<file path="src/ctr_pkg.sv">
`default_nettype none

package ctr_pkg;

	// ==========================================================================
	// stream and block types
	// ==========================================================================

	typedef logic [31:0] word_t;

	// word 0 sits in bits 31:0
	typedef logic [127:0] block_t;

	typedef enum logic [1:0]
	{
		OP_KEY   = 2'b01,
		OP_CRYPT = 2'b10
	} opcode_t;

	// first word of every input frame
	typedef struct packed {
		opcode_t     opcode;
		logic [5:0]  rsvd;
		logic [23:0] nonce;
	} cmd_t;

	// one keystream job, issued per payload block
	typedef struct packed {
		block_t      key;
		logic [23:0] nonce;
		word_t       counter;
		logic        last;
	} ks_req_t;

	typedef struct packed {
		block_t data;
		logic   last;
	} res_block_t;

	// fills lane 3 of the initial state
	localparam word_t KS_CONST = 32'h6170_7865;

endpackage

`default_nettype wire

</file>
<file path="src/axis_block_packer.sv">
`timescale 1ns/100ps
`default_nettype none

module axis_block_packer
	import ctr_pkg::*;
(
	input  logic    aclk,
	input  logic    rst_n,
	input  logic    s_axis_tvalid,
	input  logic    s_axis_tlast,
	input  word_t   s_axis_tdata,
	output logic    s_axis_tready,
	input  logic    space_ok,
	output logic    blk_valid,
	output block_t  blk_data,
	output ks_req_t ks_req
);

	typedef enum logic [1:0] {S_CMD, S_KEY, S_DATA, S_SKIP} state_t;

	state_t state;
	logic [1:0] word_idx;
	block_t key_q;
	logic [23:0] nonce_q;
	word_t ctr_q;
	block_t shift_q;
	logic last_q;
	logic accept;
	cmd_t cmd;

	// input stalls only on lack of room downstream
	assign s_axis_tready = space_ok;
	assign accept = s_axis_tvalid && space_ok;
	assign cmd = cmd_t'(s_axis_tdata);

	// ==========================================================================
	// frame state machine
	// ==========================================================================

	always_ff @(posedge aclk)
	begin
		if (!rst_n)
		begin
			state <= S_CMD;
			word_idx <= '0;
			key_q <= '0;
			ctr_q <= '0;
			blk_valid <= 1'b0;
		end
		else
		begin
			blk_valid <= 1'b0;
			// counter steps once the request has gone out
			if (blk_valid)
				ctr_q <= ctr_q + 1'b1;
			if (accept)
			begin
				word_idx <= word_idx + 1'b1;
				case (state)
					S_CMD:
					begin
						word_idx <= '0;
						if (cmd.opcode == OP_CRYPT)
							ctr_q <= '0;
						if (s_axis_tlast)
							state <= S_CMD;
						else if (cmd.opcode == OP_KEY)
							state <= S_KEY;
						else if (cmd.opcode == OP_CRYPT)
							state <= S_DATA;
						else
							state <= S_SKIP;
					end
					S_KEY:
					begin
						key_q[word_idx*32 +: 32] <= s_axis_tdata;
						if (s_axis_tlast)
							state <= S_CMD;
					end
					S_DATA:
					begin
						if (word_idx == 2'd3)
							blk_valid <= 1'b1;
						if (s_axis_tlast)
							state <= S_CMD;
					end
					default:
					begin
						if (s_axis_tlast)
							state <= S_CMD;
					end
				endcase
			end
		end
	end

	// payload and nonce capture
	always_ff @(posedge aclk)
	begin
		if (accept && state == S_CMD && cmd.opcode == OP_CRYPT)
			nonce_q <= cmd.nonce;
		if (accept && state == S_DATA)
		begin
			shift_q <= {s_axis_tdata, shift_q[127:32]};
			last_q <= s_axis_tlast;
		end
	end

	assign blk_data = shift_q;

	always_comb
	begin
		ks_req.key = key_q;
		ks_req.nonce = nonce_q;
		ks_req.counter = ctr_q;
		ks_req.last = last_q;
	end

endmodule

`default_nettype wire

</file>
<file path="src/axis_block_unpacker.sv">
`timescale 1ns/100ps
`default_nettype none

module axis_block_unpacker
	import ctr_pkg::*;
(
	input  logic       aclk,
	input  logic       rst_n,
	input  logic       res_valid,
	input  res_block_t res,
	output logic       res_pop,
	output logic       m_axis_tvalid,
	output logic       m_axis_tlast,
	output word_t      m_axis_tdata,
	input  logic       m_axis_tready
);

	res_block_t hold_q;
	logic busy_q;
	logic [1:0] idx_q;
	logic beat;
	logic last_beat;

	assign beat = m_axis_tvalid && m_axis_tready;
	assign last_beat = beat && (idx_q == 2'd3);

	// next block loads when idle or as word 3 leaves
	assign res_pop = res_valid && (!busy_q || last_beat);

	// ==========================================================================
	// word output
	// ==========================================================================

	assign m_axis_tvalid = busy_q;
	assign m_axis_tdata = hold_q.data[idx_q*32 +: 32];
	assign m_axis_tlast = busy_q && hold_q.last && (idx_q == 2'd3);

	always_ff @(posedge aclk)
	begin
		if (!rst_n)
		begin
			busy_q <= 1'b0;
			idx_q <= '0;
		end
		else if (res_pop)
		begin
			busy_q <= 1'b1;
			idx_q <= '0;
		end
		else if (last_beat)
		begin
			busy_q <= 1'b0;
			idx_q <= '0;
		end
		else if (beat)
			idx_q <= idx_q + 1'b1;
	end

	// block register, no reset
	always_ff @(posedge aclk)
	begin
		if (res_pop)
			hold_q <= res;
	end

endmodule

`default_nettype wire

</file>
<file path="src/block_combiner.sv">
`timescale 1ns/100ps
`default_nettype none

module block_combiner
	import ctr_pkg::*;
#(
	parameter int ROUNDS = 4,
	parameter int OUT_DEPTH = 8
) (
	input  logic       aclk,
	input  logic       rst_n,
	input  logic       blk_valid,
	input  block_t     blk_data,
	input  logic       ks_valid,
	input  block_t     ks_block,
	input  logic       ks_last,
	output logic       space_ok,
	output logic       res_valid,
	output res_block_t res,
	input  logic       res_pop
);

	localparam int PEND_DEPTH = ROUNDS + 1;
	localparam int PEND_CW = $clog2(PEND_DEPTH + 1);
	localparam int RES_CW = $clog2(OUT_DEPTH + 1);

	block_t pend_data;
	logic pend_empty;
	logic pend_pop;
	logic [PEND_CW-1:0] pend_count;
	logic [PEND_CW:0] in_flight;
	res_block_t res_in;
	logic res_empty;
	logic [RES_CW-1:0] res_count;

	// payload waiting for its keystream
	sync_fifo #(.entry_t(block_t), .DEPTH(PEND_DEPTH)) pend_fifo (
		.aclk(aclk),
		.rst_n(rst_n),
		.push(blk_valid),
		.pop(pend_pop),
		.wdata(blk_data),
		.rdata(pend_data),
		.empty(pend_empty),
		.count(pend_count)
	);

	assign pend_pop = ks_valid && !pend_empty;
	assign res_in = '{data: pend_data ^ ks_block, last: ks_last};

	sync_fifo #(.entry_t(res_block_t), .DEPTH(OUT_DEPTH)) res_fifo (
		.aclk(aclk),
		.rst_n(rst_n),
		.push(pend_pop),
		.pop(res_pop),
		.wdata(res_in),
		.rdata(res),
		.empty(res_empty),
		.count(res_count)
	);

	assign res_valid = !res_empty;

	// blocks issued but not yet in the result fifo
	assign in_flight = pend_count + blk_valid;
	assign space_ok = (int'(res_count) + int'(in_flight) + ROUNDS + 1) < OUT_DEPTH;

endmodule

`default_nettype wire

</file>
<file path="src/ctr_keystream.sv">
`timescale 1ns/100ps
`default_nettype none

module ctr_keystream
	import ctr_pkg::*;
#(
	parameter int ROUNDS = 4
) (
	input  logic    aclk,
	input  logic    rst_n,
	input  logic    req_valid,
	input  ks_req_t req,
	output logic    ks_valid,
	output block_t  ks_block,
	output logic    ks_last
);

	typedef struct packed {
		block_t state;
		block_t key;
		logic   last;
	} stage_t;

	// one add-rotate-xor round, lanes then shift down by one
	function automatic block_t ks_round(block_t s);
		word_t a;
		word_t b;
		word_t c;
		word_t d;
		a = s[31:0];
		b = s[63:32];
		c = s[95:64];
		d = s[127:96];
		a = a + b;
		d = d ^ a;
		d = {d[15:0], d[31:16]};
		c = c + d;
		b = b ^ c;
		b = {b[19:0], b[31:20]};
		// new lane 0 is old lane 1, new lane 3 is old lane 0
		return {a, d, c, b};
	endfunction

	block_t init_state;
	stage_t stg_q [ROUNDS];
	logic vld_q [ROUNDS];

	assign init_state = {req.key[127:96] ^ KS_CONST,
	                     req.key[95:64],
	                     req.key[63:32] ^ req.counter,
	                     req.key[31:0] ^ {8'h00, req.nonce}};

	// ==========================================================================
	// round pipeline
	// ==========================================================================

	for (genvar i = 0; i < ROUNDS; i++)
	begin : g_stage
		stage_t s_in;
		logic v_in;

		if (i == 0)
		begin : g_head
			assign s_in = '{state: init_state, key: req.key, last: req.last};
			assign v_in = req_valid;
		end
		else
		begin : g_tail
			assign s_in = stg_q[i-1];
			assign v_in = vld_q[i-1];
		end

		always_ff @(posedge aclk)
		begin
			if (!rst_n)
				vld_q[i] <= 1'b0;
			else
				vld_q[i] <= v_in;
		end

		always_ff @(posedge aclk)
		begin
			stg_q[i] <= '{state: ks_round(s_in.state), key: s_in.key, last: s_in.last};
		end
	end

	assign ks_valid = vld_q[ROUNDS-1];
	assign ks_last = stg_q[ROUNDS-1].last;

	// final key addition, per word
	always_comb
	begin
		for (int j = 0; j < 4; j++)
			ks_block[j*32 +: 32] = stg_q[ROUNDS-1].state[j*32 +: 32] + stg_q[ROUNDS-1].key[j*32 +: 32];
	end

endmodule

`default_nettype wire

</file>
<file path="src/ctr_stream_top.sv">
`timescale 1ns/100ps
`default_nettype none

module ctr_stream_top
	import ctr_pkg::*;
#(
	parameter int ROUNDS = 4,
	// at least ROUNDS + 2
	parameter int OUT_DEPTH = 8
) (
	input  logic  aclk,
	input  logic  rst_n,
	input  logic  s_axis_tvalid,
	output logic  s_axis_tready,
	input  word_t s_axis_tdata,
	input  logic  s_axis_tlast,
	output logic  m_axis_tvalid,
	input  logic  m_axis_tready,
	output word_t m_axis_tdata,
	output logic  m_axis_tlast
);

	logic space_ok;
	logic blk_valid;
	block_t blk_data;
	ks_req_t ks_req;
	logic ks_valid;
	block_t ks_block;
	logic ks_last;
	logic res_valid;
	res_block_t res;
	logic res_pop;

	// ==========================================================================
	// slave side
	// ==========================================================================

	axis_block_packer packer (
		.aclk(aclk),
		.rst_n(rst_n),
		.s_axis_tvalid(s_axis_tvalid),
		.s_axis_tlast(s_axis_tlast),
		.s_axis_tdata(s_axis_tdata),
		.s_axis_tready(s_axis_tready),
		.space_ok(space_ok),
		.blk_valid(blk_valid),
		.blk_data(blk_data),
		.ks_req(ks_req)
	);

	// ==========================================================================
	// keystream and combine
	// ==========================================================================

	ctr_keystream #(.ROUNDS(ROUNDS)) keystream (
		.aclk(aclk),
		.rst_n(rst_n),
		.req_valid(blk_valid),
		.req(ks_req),
		.ks_valid(ks_valid),
		.ks_block(ks_block),
		.ks_last(ks_last)
	);

	block_combiner #(.ROUNDS(ROUNDS), .OUT_DEPTH(OUT_DEPTH)) combiner (
		.aclk(aclk),
		.rst_n(rst_n),
		.blk_valid(blk_valid),
		.blk_data(blk_data),
		.ks_valid(ks_valid),
		.ks_block(ks_block),
		.ks_last(ks_last),
		.space_ok(space_ok),
		.res_valid(res_valid),
		.res(res),
		.res_pop(res_pop)
	);

	// ==========================================================================
	// master side
	// ==========================================================================

	axis_block_unpacker unpacker (
		.aclk(aclk),
		.rst_n(rst_n),
		.res_valid(res_valid),
		.res(res),
		.res_pop(res_pop),
		.m_axis_tvalid(m_axis_tvalid),
		.m_axis_tlast(m_axis_tlast),
		.m_axis_tdata(m_axis_tdata),
		.m_axis_tready(m_axis_tready)
	);

endmodule

`default_nettype wire

</file>
<file path="src/sync_fifo.sv">
`timescale 1ns/100ps
`default_nettype none

module sync_fifo #(
	parameter type entry_t = logic [31:0],
	parameter int DEPTH = 4
) (
	input  logic                         aclk,
	input  logic                         rst_n,
	input  logic                         push,
	input  logic                         pop,
	input  entry_t                       wdata,
	output entry_t                       rdata,
	output logic                         empty,
	output logic [$clog2(DEPTH+1)-1:0]   count
);

	localparam int PTR_W = (DEPTH > 1) ? $clog2(DEPTH) : 1;
	localparam int CNT_W = $clog2(DEPTH + 1);

	entry_t mem [DEPTH];
	logic [PTR_W-1:0] wr_ptr;
	logic [PTR_W-1:0] rd_ptr;
	logic full;
	logic do_push;
	logic do_pop;

	assign empty = (count == '0);
	assign full = (count == CNT_W'(DEPTH));
	assign do_pop = pop && !empty;
	// a full fifo still takes a word when one leaves in the same cycle
	assign do_push = push && (!full || do_pop);

	// first-word fall-through
	assign rdata = mem[rd_ptr];

	always_ff @(posedge aclk)
	begin
		if (do_push)
			mem[wr_ptr] <= wdata;
	end

	always_ff @(posedge aclk)
	begin
		if (!rst_n)
		begin
			wr_ptr <= '0;
			rd_ptr <= '0;
			count <= '0;
		end
		else
		begin
			if (do_push)
				wr_ptr <= (wr_ptr == PTR_W'(DEPTH - 1)) ? '0 : wr_ptr + 1'b1;
			if (do_pop)
				rd_ptr <= (rd_ptr == PTR_W'(DEPTH - 1)) ? '0 : rd_ptr + 1'b1;
			if (do_push && !do_pop)
				count <= count + 1'b1;
			else if (do_pop && !do_push)
				count <= count - 1'b1;
		end
	end

endmodule

`default_nettype wire

</file>
<file path="config.mk">
export PLATFORM = sky130hd
export DESIGN_NAME = ctr_stream_top
export DESIGN_NICKNAME = d
export VERILOG_FILES = /design/src/ctr_pkg.sv /design/src/axis_block_packer.sv /design/src/axis_block_unpacker.sv /design/src/block_combiner.sv /design/src/ctr_keystream.sv /design/src/ctr_stream_top.sv /design/src/sync_fifo.sv
export SDC_FILE = /design/constraint.sdc
export NUM_CORES = 2
export LEC_CHECK = 0
export BUFFER_PORTS_ARGS = -buffer_cell sky130_fd_sc_hd__buf_2
export CAP_MARGIN = 20
export CELL_PAD_IN_SITES_DETAIL_PLACEMENT = 1
export CELL_PAD_IN_SITES_GLOBAL_PLACEMENT = 2
export CORE_MARGIN = 1.5
export CORE_UTILIZATION = 48
export CTS_CLUSTER_SIZE = 10
export DETAILED_ROUTE_END_ITERATION = 10
export PLACE_DENSITY_LB_ADDON = 0.1
export SLEW_MARGIN = 20
export SYNTH_ARGS = -nofsm -noshare
export SYNTH_HDL_FRONTEND = slang
export SYNTH_SLANG_ARGS = --single-unit
</file>
<file path="constraint.sdc">
create_clock -name aclk -period 21.2 [get_ports aclk]
set_input_delay 2.12 -clock aclk [delete_from_list [all_inputs] [get_ports aclk]]
set_output_delay 2.12 -clock aclk [all_outputs]
set_load 0.1 [all_outputs]
</file>
==> summary.md <==
| Metric | Value |
|---|---|
| Area contributors post-synth | edfxtp_1 48%, dfxtp_1 20%, mux4_2 7.7%, ha_1 4.0%, xnor2_1 3.0% |
| RSZ-0062 raised after global routing | false |
| Sink Count | 3176 |
| Die area | 257000 um^2 |
| CP arrival | 8.58 ns |
| Hold Path Stages | 0 |
| Worst hold start | keystream.stg_q[1][30]$_DFF_P_ |
| DR pass1 iterations | 8 |
| Crit path required time | 22.00 ns |
| Tightest Pin Transition | 1.23 ns |
| Worst setup SP type | register |
| Synthesized net count | 8050 |
| Hold endpoint | keystream.stg_q[2][30]$_DFF_P_ |
| Leakage | 48.7 nW |
| CP endpoint kind | register |
| PwrDens | 177 nW/um^2 |
| CP max FO | 4 |
| Final worst slack | 13.43 ns |
| Initial core utilization | 48.4% |
| R2R Path Start | keystream.stg_q[2][129]$_DFF_P_ |
| Yosys reg bits | 3176 |
| Placeable Area | 252000 um^2 |
| Synth area leader | edfxtp_1 |
| Wire per inst | 31.8 um |
| DR iter-0 viols | 5765 |
| Setup TNS | 0 ns |
| Depth of the worst register-to-register path | 24 |
| Worst skew pair latency | 0.98 ns |
| WP buf/inv | 2 |
| GRT Overall Usage | 28.3% |
| First-pass GRT wire length | 514000 um |
| Post-synth EDFFs | 1954 |
| Fin. Hold Viols | 0 |
| Crit-path max cell delay | 0.74 ns |
| Die width | 507 um |
| Post-DP HPWL | 263000 um |
| Outcome | complete, but fails checks |
| Synth cell types | 88 |
| HP Class | register to register |
| Total power | 24.3 mW |
| CTS root buf | clkbuf_16 |
| Final Max Tran Viols | 0 |
| CTS Buf Count | 373 |
| Residual DRC | 1 |
| Clock power share | 22.9% |
| Reg power frac | 34.3% |
| TritonCTS clock tree | built |
| Yosys top cell area share | 48.2% |
| Crit path cell chain | ha_1 -> fa_1 -> a211oi_1 -> o21bai_1 -> o32ai_2 -> a21oi_1 -> a21o_1 -> o21ai_0 -> nor2b_1 -> xnor2_1 -> xor2_1 -> ha_1 -> inv_1 -> fa_1 -> inv_1 -> a21o_1 -> a211oi_1 -> o311ai_0 -> nand3_1 -> o21ai_0 -> a211o_1 -> a31oi_1 -> xnor2_1 -> xor2_1 |
| Net Sw Power | 9.95 mW |
| Ys async rst share | 0% |
| Reg2Reg Setup Slack | 13.43 ns |
| Failing checks | DRC |
| Routability cong. | 0.977 |
| Cell Area, Synth | 122000 um^2 |
| Post-DRT Antenna Nets | 0 |
| Remaining global-route overflow | 0 |
| Period utilisation layout | 36.7% |
| Logic gate share of total power | 42.8% |
| Number of gates resized after cts | 0 |
| Cells after Synth | 7603 |
| Post-CTS setup buffers | 0 |
| Layout cells sized above 1 | 15.1% |
| Most used DFF post-synth | edfxtp_1 |
| Vias in the first global route | 68687 |
| Switching fraction of total power | 41.0% |
| Port buffer count | 71 |
| Ports | 72 |
| Syn. warnings | 0 |
| Rows | 184 |
| Sequential-to-total area share from yosys stat | 68.3% |
| Clock slew at reported path FFs | 0.05 ns |
| Worst VDD drop | 0.173 mV |
| Avg Inst Size Synth | 16.0 um^2 |
| Fin crit period | 7.77 ns |
| Chip height | 507 um |
| H-tree levels | 5 |
| Initial antenna violation count | 42 |
| Max Cap Viol | 0 |
| R2R Path End | keystream.stg_q[3][139]$_DFF_P_ |
| Routed via count | 66593 |
| Largest net degree at the start of global routing | 99 |
| FMAX | 129 MHz |
| # setup viols final | 0 |
| Cell family with most CP delay | compound AO/OA/AOI/OAI gates |
| Final Util | 54.4% |
| Number of nets in the layout | 8362 |
| Critical Path Source | keystream.stg_q[2][129]$_DFF_P_ |
| Via/cell ratio | 5.83 |
| Final WL | 364000 um |
| Area growth, synth to finish | 12.5% |
| P_int | 14.3 mW |
| CTS max path bufs | 4 |
| Slew headroom | 17.4% |
| Clk_skew | 0.0752 ns |
| CTS Hold Buffers Added | 0 |
| Slowest CP cell | o311ai_0 |
| Min Hold Slack | 0.290 ns |
| Worst Setup Path Type | register to register |
| Pre-CTS setup slack | 13.75 ns |
==> final cells by class <==
cell class              instances  area [um^2]
clock buffers                 513        10100
well taps                    3348         4190
repair buffers                158         1150
fillers                     23233       115000
multi-input cells            4088        37800
flip-flops and latches       3176        83200
diodes                         17         42.5
inverters                     118          448
clock inverters                12          124
==> metrics by stage <==
stage / cells / area [um^2]
after floorplan: 7603 / 122000
after CTS: 11413 / 137000
final: 11430 / 137000
after global placement: 10887 / 126000
after detailed placement: 10888 / 126000
after global routing: 11415 / 137000
==> flip-flops by register name, summed over array words and instances (netlist names), 3 cells and up, named ones only <==
name	count
combiner.res_fifo.wr_ptr	3
unpacker.hold_q	129
combiner.pend_fifo.mem	640
packer.ctr_q	32
keystream.stg_q	1028
combiner.res_fifo.count	4
packer.nonce_q	24
combiner.res_fifo.rd_ptr	3
combiner.pend_fifo.wr_ptr	3
combiner.pend_fifo.rd_ptr	3
keystream.vld_q	4
packer.key_q	128
combiner.res_fifo.mem	1032
packer.blk_data	128
combiner.pend_fifo.count	3
==> worst max-delay path by stage <==
stage                                        endpoint  cells past startpoint
2_1_floorplan  combiner.pend_fifo.mem[4][0]$_DFFE_PP_                      3
3_3_place_gp          keystream.stg_q[3][139]$_DFF_P_                     24
3_5_place_dp          keystream.stg_q[3][139]$_DFF_P_                     24
4_1_cts               keystream.stg_q[3][139]$_DFF_P_                     24
5_1_grt               keystream.stg_q[3][139]$_DFF_P_                     24
6_report              keystream.stg_q[3][139]$_DFF_P_                     24
==> power by group through the flow <==
stage | Sequential, mW | Combinational [mW] | Clock, mW
after global placement | 8.45 | 10.3 | 0
after CTS | 8.34 | 10.4 | 5.66
after detailed placement | 8.46 | 10.3 | 0
final | 8.34 | 10.4 | 5.56
after floorplan | 8.11 | 6.32 | 0
after global routing | 8.37 | 10.9 | 5.89
==> cells in the final DEF, fill, tap and decap left out, types with 13 or more instances in the layout <==
master and count:
clkbuf_1 127, nor2b_1 52, buf_4 77, dfxtp_1 1214, diode_2 17, edfxtp_1 1954, buf_2 70, mux2i_1 134
a21boi_1 19, a21boi_0 124, fa_1 16, and3_1 42, xnor2_1 382, xnor2_2 38, and4_1 13, ha_1 394
nand2_1 297, clkbuf_16 380, nand2b_1 47, o21a_1 52, o31ai_1 15, or3_1 19, a21o_1 198, nor2_1 202
and2_1 23, xor2_1 398, mux2_2 129, nor3_1 48, a211oi_1 30, a21oi_1 300, mux4_2 418, o21bai_1 39
inv_1 117, o21ai_0 173, nand3_1 200, nand4_1 35, a31oi_1 26, o211ai_1 22
==> per-layer routing <==
layer | global-route usage [%] | vias up | wire length [um]
li1 | - | 29286 | -
met4 | 10.5 | 0 | 13800
met1 | 40.6 | 34783 | 162000
met2 | 44.3 | 2015 | 168000
met3 | 3.79 | 509 | 19700
met5 | 0 | - | 0
==> kinds of logic (layout without fill, tap and decap cells) <==
family,count (synthesis),count (layout),synth area share [%]
flops,3176,3176,68.3
compound gates,1136,1136,6.18
simple gates,1033,1033,4.08
xor+xnor,828,828,6.06
mux,681,681,10.0
fa+ha+maj,410,410,4.31
buf+inv,339,801,1.06
other cells,0,17,0
==> cells in the mapped netlist (12+ instances only) <==
library cell  count
edfxtp_1       1954
dfxtp_1        1222
xnor2_1         419
mux4_2          418
xor2_1          398
ha_1            394
nand2_1         301
a21oi_1         300
nor2_1          204
nand3_1         200
a21o_1          198
o21ai_0         173
clkbuf_1        144
mux2i_1         134
mux2_2          129
a21boi_0        124
inv_1           118
buf_1            62
nor2b_1          52
o21a_1           52
nor3_1           51
nand2b_1         48
and3_1           46
o21bai_1         39
nand4_1          35
a211oi_1         30
a31oi_1          26
and2_1           24
o211ai_1         22
a21boi_1         19
or3_1            19
o31ai_1          17
fa_1             16
buf_2            14
and4_1           13
nor3b_1          13
a2111oi_0        12
o21ai_1          12
No activity file was read; power rests on OpenSTA's default activity.
